==> src/hw/ldpc_node_pkg.sv <==
package ldpc_node_pkg;

  localparam int cMAX_DEG    = 8;                   // max edges per check node
  localparam int cDEG_W      = 3;                   // degree and edge index width
  localparam int cMAG_W      = 7;                   // unsigned magnitude width
  localparam int cVAL_W      = cMAG_W + 1;          // signed edge value, always fits
  localparam int cREC_DEPTH  = 4;                   // pending records
  localparam int cRSLT_DEPTH = 16;                  // restored edges waiting for host

  // compressed check node record, low 28 bits of a bus word
  typedef struct packed {
    logic [cMAX_DEG-1:0] signs;                     // one sign per edge, bit n is edge n
    logic [cMAG_W-1:0]   min2;                      // second smallest magnitude
    logic [cMAG_W-1:0]   min1;                      // smallest magnitude
    logic [cDEG_W-1:0]   min_idx;                   // edge holding min1
    logic [cDEG_W-1:0]   num_m1;                    // degree minus one
  } node_rec_t;

  // one restored edge message
  typedef struct packed {
    logic                     valid;                // low when read hit empty fifo
    logic [cDEG_W-1:0]        idx;                  // edge index within record
    logic signed [cVAL_W-1:0] value;                // signed check to variable msg
  } edge_t;

  typedef struct packed {
    logic rec_full;                                 // host must wait on record writes
    logic rslt_empty;                               // nothing to pop
    logic busy;                                     // controller is emitting edges
    logic rec_empty;                                // no record queued
  } status_t;

endpackage

==> src/hw/ldpc_bus_pkg.sv <==
package ldpc_bus_pkg;

  localparam int cWB_AW = 2;                        // word address width
  localparam int cWB_DW = 32;                       // data bus width

  // register map, word addresses
  localparam logic [cWB_AW-1:0] cADR_REC    = 2'd0; // write pushes one record
  localparam logic [cWB_AW-1:0] cADR_RSLT   = 2'd1; // read pops one edge
  localparam logic [cWB_AW-1:0] cADR_STATUS = 2'd2; // read only status bits

  // master to slave, held stable until ack
  typedef struct packed {
    logic              cyc;                         // bus cycle in progress
    logic              stb;                         // this slave selected
    logic              we;                          // write when high
    logic [cWB_AW-1:0] adr;                         // word address
    logic [cWB_DW-1:0] dat;                         // write data
  } wb_req_t;

  // slave to master
  typedef struct packed {
    logic              ack;                         // single cycle terminate
    logic [cWB_DW-1:0] dat;                         // read data, valid with ack
  } wb_rsp_t;

endpackage

==> src/hw/ldpc_node_fifo.sv <==
`timescale 1ns/1ps

module ldpc_node_fifo #(
  parameter int pWIDTH = 8,
  parameter int pDEPTH = 4                          // power of two, pointers wrap freely
) (
  input  logic              iclk,
  input  logic              ireset,
  input  logic              push,
  input  logic              pop,
  input  logic [pWIDTH-1:0] wdat,
  output logic [pWIDTH-1:0] rdat,
  output logic              empty,
  output logic              full,
  output logic              afull
);

  localparam int cPTR_W = $clog2(pDEPTH);
  localparam int cCNT_W = $clog2(pDEPTH + 1);

  logic [pWIDTH-1:0] mem [pDEPTH];                  // storage, no reset needed
  logic [cPTR_W-1:0] wptr;
  logic [cPTR_W-1:0] rptr;
  logic [cCNT_W-1:0] cnt;                           // occupied entries

  always_ff @(posedge iclk or posedge ireset) begin
    if (ireset) begin
      wptr <= '0;
      rptr <= '0;
      cnt  <= '0;
    end else begin
      if (push) wptr <= wptr + 1'b1;
      if (pop)  rptr <= rptr + 1'b1;
      case ({push, pop})
        2'b10   : cnt <= cnt + 1'b1;
        2'b01   : cnt <= cnt - 1'b1;
        default : cnt <= cnt;                       // both or neither, level unchanged
      endcase
    end
  end

  always_ff @(posedge iclk) begin
    if (push) mem[wptr] <= wdat;
  end

  assign rdat  = mem[rptr];                         // head always visible, fwft
  assign empty = (cnt == '0);
  assign full  = (cnt == cCNT_W'(pDEPTH));
  assign afull = (cnt >= cCNT_W'(pDEPTH - 1));      // fewer than two free slots

  a_no_overflow  : assert property (@(posedge iclk) disable iff (ireset) push |-> !full)
    else $error("fifo push while full");
  a_no_underflow : assert property (@(posedge iclk) disable iff (ireset) pop |-> !empty)
    else $error("fifo pop while empty");

endmodule

==> src/hw/ldpc_node_wb_regs.sv <==
`timescale 1ns/1ps

module ldpc_node_wb_regs (
  input  logic                    iclk,
  input  logic                    ireset,
  input  ldpc_bus_pkg::wb_req_t   wb_i,
  output ldpc_bus_pkg::wb_rsp_t   wb_o,
  output logic                    rec_push,
  output ldpc_node_pkg::node_rec_t rec_wdat,
  input  logic                    rec_full,
  output logic                    rslt_pop,
  input  ldpc_node_pkg::edge_t    rslt_head,
  input  logic                    rslt_empty,
  input  ldpc_node_pkg::status_t  stat
);

  logic                           ack_q;            // registered ack, one cycle wide
  logic [ldpc_bus_pkg::cWB_DW-1:0] dat_q;           // read data captured with ack
  logic                           req;              // new access not yet acked
  logic                           wr_rec;           // write aimed at record fifo
  logic                           rd_rslt;          // read aimed at result fifo
  logic                           ack_d;
  ldpc_node_pkg::edge_t           rslt_word;        // head as seen by host

  // ack_q masks the cycle where the master still shows the old access
  assign req     = wb_i.cyc & wb_i.stb & !ack_q;
  assign wr_rec  = req & wb_i.we & (wb_i.adr == ldpc_bus_pkg::cADR_REC);
  assign rd_rslt = req & !wb_i.we & (wb_i.adr == ldpc_bus_pkg::cADR_RSLT);

  assign rec_push = wr_rec & !rec_full;             // push on the ack edge
  assign rslt_pop = rd_rslt & !rslt_empty;          // pop on the ack edge, never when empty
  assign ack_d    = req & !(wr_rec & rec_full);     // full fifo stretches the write

  assign rec_wdat = ldpc_node_pkg::node_rec_t'(wb_i.dat[$bits(ldpc_node_pkg::node_rec_t)-1:0]);

  always_comb begin
    rslt_word = rslt_head;                          // stored edges carry valid set
    if (rslt_empty) begin
      rslt_word = '0;                               // empty read, valid stays low
    end
  end

  always_ff @(posedge iclk or posedge ireset) begin
    if (ireset) begin
      ack_q <= 1'b0;
    end else begin
      ack_q <= ack_d;
    end
  end

  always_ff @(posedge iclk) begin
    if (req & !wb_i.we) begin
      case (wb_i.adr)
        ldpc_bus_pkg::cADR_RSLT   : dat_q <= 32'(rslt_word);
        ldpc_bus_pkg::cADR_STATUS : dat_q <= 32'(stat);
        default                   : dat_q <= '0;   // unmapped reads return zero
      endcase
    end
  end

  assign wb_o.ack = ack_q;
  assign wb_o.dat = dat_q;

  // classic master keeps an unanswered request steady until ack
  a_req_held : assert property (@(posedge iclk) disable iff (ireset)
    (wb_i.cyc && wb_i.stb && !wb_o.ack) |=>
      (wb_o.ack || (wb_i.cyc && wb_i.stb && $stable(wb_i))))
    else $error("wishbone request dropped or changed before ack");

endmodule

==> src/hw/ldpc_dec_node_restore_ctrl.sv <==
`timescale 1ns/1ps

module ldpc_dec_node_restore_ctrl (
  input  logic                             iclk,
  input  logic                             ireset,
  input  logic                             iclkena,
  input  logic                             rdy,     // record fifo not empty
  input  ldpc_node_pkg::node_rec_t         rec,     // record fifo head
  output logic                             pop,
  output logic                             rd,
  output logic [ldpc_node_pkg::cDEG_W-1:0] idx,
  output ldpc_node_pkg::node_rec_t         cur      // record being expanded
);

  typedef enum logic {
    cIDLE,
    cDO
  } state_t;

  state_t state;

  struct packed {
    logic                             done;         // last edge of record now on idx
    logic [ldpc_node_pkg::cDEG_W-1:0] value;        // edges left after this one
  } cnt;

  logic load_cnt;
  logic work_done;

  assign work_done = cnt.done & !rdy;               // nothing queued behind this record
  assign load_cnt  = ((state == cIDLE) & rdy) | ((state == cDO) & cnt.done & rdy);

  always_ff @(posedge iclk or posedge ireset) begin
    if (ireset) begin
      state <= cIDLE;
    end else if (iclkena) begin
      case (state)
        cIDLE   : state <= rdy ? cDO : cIDLE;
        cDO     : state <= work_done ? cIDLE : cDO;
        default : state <= cIDLE;
      endcase
    end
  end

  always_ff @(posedge iclk) begin
    if (iclkena) begin
      if (load_cnt) begin
        cnt.value <= rec.num_m1;
        cnt.done  <= (rec.num_m1 == '0);            // degree one record
        idx       <= '0;
        cur       <= rec;                           // latch so fifo can advance now
      end else if (state == cDO) begin
        cnt.value <= cnt.value - 1'b1;
        cnt.done  <= (cnt.value == 1);
        idx       <= idx + 1'b1;
      end
    end
  end

  assign pop = load_cnt & iclkena;                  // head consumed on the load edge
  assign rd  = (state == cDO);

  a_idx_range : assert property (@(posedge iclk) disable iff (ireset)
    rd |-> (idx <= cur.num_m1))
    else $error("edge index beyond record degree");

endmodule

==> src/hw/ldpc_node_restore_unit.sv <==
`timescale 1ns/1ps

module ldpc_node_restore_unit (
  input  logic                             iclk,
  input  logic                             ireset,
  input  logic                             iclkena,
  input  logic                             rd,
  input  logic [ldpc_node_pkg::cDEG_W-1:0] idx,
  input  ldpc_node_pkg::node_rec_t         cur,
  output logic                             push,
  output ldpc_node_pkg::edge_t             rslt
);

  logic [ldpc_node_pkg::cMAG_W-1:0]        mag;     // selected magnitude
  logic                                    neg;     // sign of this edge
  logic signed [ldpc_node_pkg::cVAL_W-1:0] mag_s;   // magnitude as positive value
  logic signed [ldpc_node_pkg::cVAL_W-1:0] val;     // signed result before register
  logic                                    push_q;
  ldpc_node_pkg::edge_t                    edge_q;

  // min-sum restore, the min1 edge gets the other min
  assign mag   = (idx == cur.min_idx) ? cur.min2 : cur.min1;
  assign neg   = cur.signs[idx];
  assign mag_s = $signed({1'b0, mag});              // 7 bit magnitude never overflows 8 bit
  assign val   = neg ? -mag_s : mag_s;

  always_ff @(posedge iclk or posedge ireset) begin
    if (ireset) begin
      push_q <= 1'b0;
    end else if (iclkena) begin
      push_q <= rd;                                 // one enabled cycle behind rd
    end
  end

  always_ff @(posedge iclk) begin
    if (iclkena) begin
      edge_q.valid <= 1'b1;                         // everything pushed is real data
      edge_q.idx   <= idx;
      edge_q.value <= val;
    end
  end

  // held edge is pushed only once the stall clears
  assign push = push_q & iclkena;
  assign rslt = edge_q;

endmodule

==> src/hw/ldpc_node_restore_top.sv <==
`timescale 1ns/1ps

module ldpc_node_restore_top (
  input  logic                  iclk,
  input  logic                  ireset,
  input  ldpc_bus_pkg::wb_req_t wb_i,
  output ldpc_bus_pkg::wb_rsp_t wb_o
);

  localparam int cREC_W  = $bits(ldpc_node_pkg::node_rec_t);
  localparam int cEDGE_W = $bits(ldpc_node_pkg::edge_t);

  // decode side
  logic                             rec_push;
  ldpc_node_pkg::node_rec_t         rec_wdat;
  logic                             rec_full;
  logic                             rec_empty;
  ldpc_node_pkg::node_rec_t         rec_head;
  logic                             rslt_pop;
  ldpc_node_pkg::edge_t             rslt_head;
  logic                             rslt_empty;
  logic                             rslt_afull;
  ldpc_node_pkg::status_t           stat;

  // execute side
  logic                             clkena;
  logic                             rec_pop;
  logic                             rd;
  logic [ldpc_node_pkg::cDEG_W-1:0] idx;
  ldpc_node_pkg::node_rec_t         cur;
  logic                             rslt_push;
  ldpc_node_pkg::edge_t             rslt_edge;

  assign clkena = !rslt_afull;                      // keep room for the edge in flight

  assign stat.rec_full   = rec_full;
  assign stat.rslt_empty = rslt_empty;
  assign stat.busy       = rd;
  assign stat.rec_empty  = rec_empty;

  ldpc_node_wb_regs u_regs (
    .iclk(iclk), .ireset(ireset), .wb_i(wb_i), .wb_o(wb_o),
    .rec_push(rec_push), .rec_wdat(rec_wdat), .rec_full(rec_full),
    .rslt_pop(rslt_pop), .rslt_head(rslt_head), .rslt_empty(rslt_empty), .stat(stat)
  );

  ldpc_node_fifo #(.pWIDTH(cREC_W), .pDEPTH(ldpc_node_pkg::cREC_DEPTH)) u_rec_fifo (
    .iclk(iclk), .ireset(ireset), .push(rec_push), .pop(rec_pop),
    .wdat(rec_wdat), .rdat(rec_head), .empty(rec_empty), .full(rec_full), .afull()
  );

  ldpc_dec_node_restore_ctrl u_ctrl (
    .iclk(iclk), .ireset(ireset), .iclkena(clkena), .rdy(!rec_empty), .rec(rec_head),
    .pop(rec_pop), .rd(rd), .idx(idx), .cur(cur)
  );

  ldpc_node_restore_unit u_unit (
    .iclk(iclk), .ireset(ireset), .iclkena(clkena), .rd(rd), .idx(idx), .cur(cur),
    .push(rslt_push), .rslt(rslt_edge)
  );

  ldpc_node_fifo #(.pWIDTH(cEDGE_W), .pDEPTH(ldpc_node_pkg::cRSLT_DEPTH)) u_rslt_fifo (
    .iclk(iclk), .ireset(ireset), .push(rslt_push), .pop(rslt_pop),
    .wdat(rslt_edge), .rdat(rslt_head), .empty(rslt_empty), .full(), .afull(rslt_afull)
  );

endmodule

==> config.mk <==
export PLATFORM = sky130hd
export DESIGN_NAME = ldpc_node_restore_top
export DESIGN_NICKNAME = d
export VERILOG_FILES = /design/src/hw/ldpc_node_pkg.sv /design/src/hw/ldpc_bus_pkg.sv /design/src/hw/ldpc_node_fifo.sv /design/src/hw/ldpc_node_wb_regs.sv /design/src/hw/ldpc_dec_node_restore_ctrl.sv /design/src/hw/ldpc_node_restore_unit.sv /design/src/hw/ldpc_node_restore_top.sv
export SDC_FILE = /design/constraint.sdc
export NUM_CORES = 1
export LEC_CHECK = 0
export ABC_AREA = 1
export BUFFER_PORTS_ARGS = -buffer_cell sky130_fd_sc_hd__buf_2
export CORE_MARGIN = 2
export CORE_UTILIZATION = 61
export DETAILED_ROUTE_END_ITERATION = 10
export GPL_TIMING_DRIVEN = 0
export PLACE_DENSITY_LB_ADDON = 0.1
export SYNTH_ARGS = -nofsm -noshare
export SYNTH_HDL_FRONTEND = slang
export SYNTH_SLANG_ARGS = --single-unit
==> constraint.sdc <==
create_clock -name iclk -period 4 [get_ports iclk]
set_input_delay 0.6 -clock iclk [delete_from_list [all_inputs] [get_ports iclk]]
set_output_delay 0.6 -clock iclk [all_outputs]
set_load 0.01 [all_outputs]
Yosys cells after proc, flatten, opt, wreduce, memory -nomap -nowiden
Memories as Yosys holds them, arrays and structs flattened.
Cells that the tools add are included.
{"block": "op_classes", "order_cmp": 2, "n_mux": 18, "reduce_logical": 16, "n_eq_ne": 9, "n_bitwise": 19, "addsub": 11}
{"op": "$pmux W12 S2", "n": 1}
{"op": "$and A1 B1 Y1", "n": 16}
{"op": "$mux W7", "n": 2}
{"op": "$mux W12", "n": 1}
{"op": "$pmux W5 S2", "n": 1}
{"op": "$add A4 B1 Y4 const B", "n": 2}
{"op": "$mux W4", "n": 2}
{"op": "$neg A7 Y8", "n": 1}
{"op": "$logic_not A1 Y1", "n": 7}
{"op": "$mux W1", "n": 7}
{"op": "$add A3 B1 Y3 const B", "n": 2}
{"op": "$eq A2 B1 Y1 const B", "n": 3}
{"op": "$eq A2 B2 Y1 const B", "n": 3}
{"op": "$logic_not A3 Y1", "n": 2}
{"op": "$pmux W3 S2", "n": 1}
{"op": "$reduce_bool A2 Y1", "n": 3}
{"op": "$sub A3 B1 Y3 const B", "n": 2}
{"op": "$add A5 B1 Y5 const B", "n": 1}
{"op": "$ge A5 B4 Y1 const B", "n": 1}
{"op": "$logic_not A5 Y1", "n": 1}
{"op": "$sub A5 B1 Y5 const B", "n": 1}
{"op": "$add A2 B1 Y2 const B", "n": 2}
{"op": "$lt A3 B4 Y1 const B", "n": 1}
{"op": "$reduce_and A2 Y1", "n": 2}
{"op": "other kinds (9)", "n": 10}
{"block": "word_totals", "elab_cells": 97, "reg_bits": 98, "ram_bits": 288, "input_bits": 39, "mem_count": 2, "output_inout_bits": 33}
{"name": "u_rslt_fifo.mem", "words": 16, "word_bits": 11, "read_ports": 1, "rd_ports_with_merged_regs": 0, "write_ports": 1, "line_no": "ldpc_node_fifo.sv:21", "source": "logic [pWIDTH-1:0] mem [pDEPTH];"}
{"name": "u_rec_fifo.mem", "words": 4, "word_bits": 28, "read_ports": 1, "rd_ports_with_merged_regs": 0, "write_ports": 1, "line_no": "ldpc_node_fifo.sv:21"}

Depth between registers and ports, before layout
{"block": "logic_depth", "depth_word": 7, "depth_mapped": 15, "ltp_nobuf": 15}

Modules after synthesis
A second synthesis with hierarchy kept.
{"block": "unflattened", "hier_cells": 1417, "area_unflattened_um2": 16906.2}
{"mod": "ldpc_node_fifo (u_rslt_fifo)", "cells_each": 723, "seq_area_each_um2": 6090.8, "area_per_inst_um2": 8590.7, "instances": 1}
{"mod": "ldpc_node_fifo (u_rec_fifo)", "cells_each": 378, "seq_area_each_um2": 3538.4, "area_per_inst_um2": 5054.8, "instances": 1}
{"mod": "ldpc_dec_node_restore_ctrl", "cells_each": 84, "seq_area_each_um2": 1076.0, "area_per_inst_um2": 1295.0, "instances": 1}
{"mod": "ldpc_node_wb_regs", "cells_each": 115, "seq_area_each_um2": 385.4, "area_per_inst_um2": 1007.2, "instances": 1}
{"mod": "ldpc_node_restore_unit", "cells_each": 115, "seq_area_each_um2": 355.3, "area_per_inst_um2": 950.9, "instances": 1}
{"mod": "ldpc_node_restore_top", "cells_each": 2, "seq_area_each_um2": 0.0, "area_per_inst_um2": 7.5, "instances": 1}

Worst setup path after synthesis
No wires, ideal clock.
{"block": "synth_timing", "path_type": "input port to flip-flop", "from": "in wb_i[36] (netlist bit)", "to": "reg u_rslt_fifo.cnt[4]", "setup_slack_ns": 0.727, "arrival_time_ns": 3.194, "setup_ns": 0.079, "t_required_ns": 3.921, "cell_stages": 15, "cell_sequence": "nand2_1 nor3_1 nand3_1 inv_1 ha_1 inv_1 fa_1 inv_1 a21oi_1 nor2_1 nor2_1 nand2_1 nand2_1 nor2_1 xor2_1"}
{"block": "synth_via", "elab_chain_cells": 7, "elab_cells_between_ends": 9, "cone_classes": "eq/ne (2); mux (1); bitwise (5); reduce/logical (1)"}
{"element": "from (decl)", "line_no": "ldpc_node_restore_top.sv:6", "source": "input ldpc_bus_pkg::wb_req_t wb_i,"}
{"element": "$and A1 B1 Y1 (*) (2 in series)", "line_no": "ldpc_node_wb_regs.sv:26", "source": "assign req = wb_i.cyc & wb_i.stb & !ack_q;"}
{"element": "$and A1 B1 Y1 (*) (2 in series)", "line_no": "ldpc_node_wb_regs.sv:28", "source": "assign rd_rslt = req & !wb_i.we & (wb_i.adr == ldpc_bus_pkg::cADR_RSLT);"}
{"element": "$and A1 B1 Y1 (*)", "line_no": "ldpc_node_wb_regs.sv:31", "source": "assign rslt_pop = rd_rslt & !rslt_empty;"}
{"element": "net rslt_pop", "line_no": "ldpc_node_restore_top.sv:19", "source": "logic rslt_pop;"}
{"element": "$eq A2 B1 Y1 / $eq A2 B2 Y1 (equally long branches)", "line_no": "ldpc_node_fifo.sv:34", "source": "case ({push, pop})"}
{"element": "$pmux W5 S2 / $reduce_bool A2 Y1 (equally long branches)"}
{"element": "to (signal assigned)", "line_no": "ldpc_node_fifo.sv:35", "source": "2'b10 : cnt <= cnt + 1'b1;"}
{"element": "to (signal assigned)", "line_no": "ldpc_node_fifo.sv:36", "source": "2'b01 : cnt <= cnt - 1'b1;"}
{"element": "to (signal assigned)", "line_no": "ldpc_node_fifo.sv:37", "source": "default : cnt <= cnt;"}
{"element": "to (decl)", "line_no": "ldpc_node_fifo.sv:24", "source": "logic [cCNT_W-1:0] cnt;"}
Mark *: on every way through the listed nets, which the timed path passes. The rest lies on a longest branch.
A chain may end at the register's enable or synchronous reset.

Worst setup path after layout
{"block": "layout_timing", "from": "reg u_rslt_fifo.cnt[0]", "to": "reg u_rec_fifo.cnt[2]"}
{"block": "layout_via", "elab_chain_cells": 5, "elab_cells_between_ends": 7, "cone_classes": "order compare (1); eq/ne (2); mux (1); bitwise (1); reduce/logical (2)"}
{"element": "$ge A5 B4 Y1 (*)", "line_no": "ldpc_node_fifo.sv:49", "source": "assign afull = (cnt >= cCNT_W'(pDEPTH - 1));"}
{"element": "$logic_not A1 Y1 (*)", "line_no": "ldpc_node_restore_top.sv:34", "source": "assign clkena = !rslt_afull;"}
{"element": "$and A1 B1 Y1 (*)", "line_no": "ldpc_dec_node_restore_ctrl.sv:60", "source": "assign pop = load_cnt & iclkena;"}
{"element": "net rec_pop", "line_no": "ldpc_node_restore_top.sv:27", "source": "logic rec_pop;"}
{"element": "$eq A2 B1 Y1 / $eq A2 B2 Y1 (equally long branches)", "line_no": "ldpc_node_fifo.sv:34"}
{"element": "$pmux W3 S2 / $reduce_bool A2 Y1 (equally long branches)"}
{"element": "to (signal assigned)", "line_no": "ldpc_node_fifo.sv:35"}
{"element": "to (signal assigned)", "line_no": "ldpc_node_fifo.sv:36"}
{"element": "to (signal assigned)", "line_no": "ldpc_node_fifo.sv:37"}
{"element": "to (decl)", "line_no": "ldpc_node_fifo.sv:24"}
Marked as above.

==> key figures <==
Die
  – Top Ports: 72
  – Starting Density: 0.615
  – Die H: 160 µm
  – Chip width: 160 µm
  – Core area: 24100 µm²
  – Area of the die: 25600 µm²
  – # rows: 57

CTS
  – CTS-repair resized insts: 1
  – Register clock-pin slew on the reported worst setup and hold paths: 0.06 ns
  – Hold buffers post-CTS: 0
  – H-tree level count: 2
  – CTS tree: built
  – Clk root buf: clkbuf_16
  – Clock Path Buffers: 3
  – Post-CTS Setup Repair Bufs: 0
  – Clock latency on the worst-skew pair: 0.52 ns
  – Inserted Clock Buffers: 38
  – CTS sink count: 366

GRT
  – Largest net degree at the start of global routing: 29
  – GRT Util Overall: 0.253
  – Number of global-route vias before repair: 9201
  – First-pass GRT wire length: 49.6 mm
  – GRT overflow: 0
  – Initial antenna violation count: 0

Timing
  – RSZ-0062 raised after global routing: false
  – Fin crit share: 0.804
  – Pins over their slew limit: 0
  – Final Setup Violations: 0
  – Slew @ Worst Pin: 1.36 ns
  – Final hold violation count: 0
  – Worst hold slack: 0.262 ns
  – Clock Skews: 0.0133 ns
  – Tmin final: 3.22 ns
  – Max Freq: 311 MHz
  – Slew headroom: 0.0904
  – Setup TNS: 0 ns

Route
  – Total iterations of the first detailed-routing run: 5
  – Routed WL: 31.7 mm
  – Avg Vias per Cell: 5.72
  – DR WL/cell: 19.5 µm
  – Drt drc: 0
  – Detail Route Antenna Nets: 0
  – DR vias: 9291
  – Initial DRC count: 963

Synth
  – Warnings from Yosys: 0
  – Synth Cell Area: 14800 µm²
  – Area share of the largest cell type after synthesis: 0.695
  – Async SR Flop Fraction: 0.0628
  – Area leader, netlist: edfxtp_1
  – Dominant cells by area after synthesis: edfxtp_1 70%, o21ai_0 5.5%, nor2_1 4.8%
  – Synthesized area per cell: 12.8 µm²
  – Sequential-to-total area share from yosys stat: 0.734
  – Top FF cell, synth: edfxtp_1
  – Synth cell types: 37
  – Synthesis-stage register bit count: 366
  – Cells after Synth: 1159
  – Post-synth EDFFs: 343

Final layout
  – Layout cells sized above 1: 0.124
  – Area growth, synth to finish: 14.0%
  – Final nets: 1331
  – Fin area: 16900 µm²
  – Final core utilization: 0.701
  – Finished Layout Cells: 1623
  – Antenna Diode Count: 0

Setup path
  – Reg2Reg Setup Slack: 0.78 ns
  – Launching point of the worst reg2reg path: u_rslt_fifo.cnt[0]
  – CP required: 4.39 ns
  – CP Data Arrival Time: 3.61 ns
  – Path type of the worst setup path: register to register
  – Crit path max fanout: 27
  – R2r worst-path depth: 11
  – Worst reg2reg endpoint: u_rec_fifo.cnt[2]
  – CP Capture Type: register
  – Startpoint Class: register

Power and ir drop
  – Max VDD drop: 548 µV
  – Lkg Pwr: 6.09 nW
  – Cell Pwr Density: 782 nW/µm²

Min path
  – HP Class: input pin to asynchronous set/reset pin

Job
  – Max-cap viol count: 0

Placed design
  – Placed instance count: 1553
  – Gpl congestion: 0.856
  – IO Port Bufs: 47
  – Detailed Place HPWL: 20.5 mm
  – Post-DP Area: 15600 µm²

Run status
  – Status: complete, no violations
cell families (layout without fill, tap and decap cells):
group,count (synthesis),count (layout),synth area share
buffers and inverters,144,265,0.0432
AO/OA/AOI/OAI,267,267,0.0979
adder cells (fa/ha/maj),23,23,0.0204
multiplexers,1,1,0.000676
XOR/XNOR,18,18,0.0111
AND/OR/NAND/NOR,339,339,0.0925
flip-flops,366,366,0.734
other,1,20,0.000253
where the power goes:
part,switching (mW),total (mW),internal [mW]
Sequential,0.555,5.82,5.27
Clock,1.38,3.50,2.12
Combinational,2.72,3.90,1.17
per-layer routing:
metal / global-route usage / vias up / part of all wire
li1: - / 4335 / -
met1: 0.316 / 4494 / 0.38
met2: 0.443 / 385 / 0.51
met3: 0.0413 / 77 / 0.067
met4: 0.110 / 0 / 0.038
met5: 0 / - / 0
critical path, cell delays in order (launching register included):
cell and delay, ns:
dfrtp_1 0.41, inv_1 0.12, nor4_1 0.09, nor2_2 0.56, nand2_1 0.25, clkinvlp_4 0.52
ha_1 0.24, inv_1 0.07, fa_1 0.39, a21oi_1 0.16, o21ai_0 0.12, xor2_1 0.15
metrics by stage:
step	worst slack (ns)	total power [mW]
2_1_floorplan	0.727	8.33
3_3_place_gp	-0.0929	9.58
3_5_place_dp	0.0637	9.73
4_1_cts	0.276	13.2
5_1_grt	0.395	14.0
6_report	0.785	13.2
layout make-up:
cell class	count	area [µm²]
clock buffer	45	1040
fill	1725	7210
sequential	366	10900
inverter	69	263
tap	324	405
clock inverter	25	219
multi-input combinational	668	3420
timing repair buffer	51	289
buffer	75	382
cells in the final DEF, fill, tap and decap left out, types with 4 or more instances in the layout:
cell type,Yosys,final
a21oi_1,24,24
conb_1,1,20
nor2_4,0,4
buf_4,23,23
ha_1,21,21
clkbuf_1,45,49
buf_6,1,4
nand2_2,7,7
xor2_1,12,12
inv_1,66,65
edfxtp_1,343,343
o22ai_1,69,69
nand3_1,26,26
nand4_1,6,6
xnor2_1,5,5
nand2_1,102,102
clkbuf_16,0,41
dfrtp_1,23,23
nor2_1,188,182
clkinv_1,0,12
clkinv_2,0,7
bufinv_16,0,4
o21ai_0,164,164
buf_2,4,51
cell usage after synthesis, types with 7 or more instances:
library cell,instances
edfxtp_1,343
nor2_1,188
o21ai_0,164
nand2_1,102
o22ai_1,69
inv_1,66
clkbuf_1,45
nand3_1,26
a21oi_1,24
buf_4,23
dfrtp_1,23
ha_1,21
xor2_1,12
nand2_2,7
sequential cells by signal, indices dropped and copies added (netlist names):
register          flops
u_ctrl.rd             1
u_rslt_fifo.wptr      4
u_rec_fifo.rptr       2
u_regs.ack_q          1
u_unit.push_q         1
u_rslt_fifo.rptr      4
u_rec_fifo.wptr       2
u_unit.rslt          11
u_rec_fifo.mem      112
u_ctrl.cnt            4
u_regs.dat_q         12
u_rslt_fifo.mem     176
u_rslt_fifo.cnt       5
u_rec_fifo.cnt        3
u_ctrl.idx            3
u_ctrl.cur           25
how the worst max path moves through the flow:
stage                                        end  cells after the start               start  slack [ns]
after floorplan               u_rslt_fifo.cnt[4]                     15            wb_i[36]        0.73
after CTS                 u_rslt_fifo.mem[12][4]                      7  u_rslt_fifo.cnt[0]        0.28
final                          u_rec_fifo.cnt[2]                     11  u_rslt_fifo.cnt[0]        0.78
after global placement        u_rslt_fifo.cnt[4]                     15            wb_i[34]       -0.09
after global routing           u_rec_fifo.cnt[2]                     11  u_rslt_fifo.cnt[0]        0.40
after detailed placement       u_rec_fifo.cnt[2]                     11  u_rslt_fifo.cnt[0]        0.06
Power figures use the tool's default switching activity.
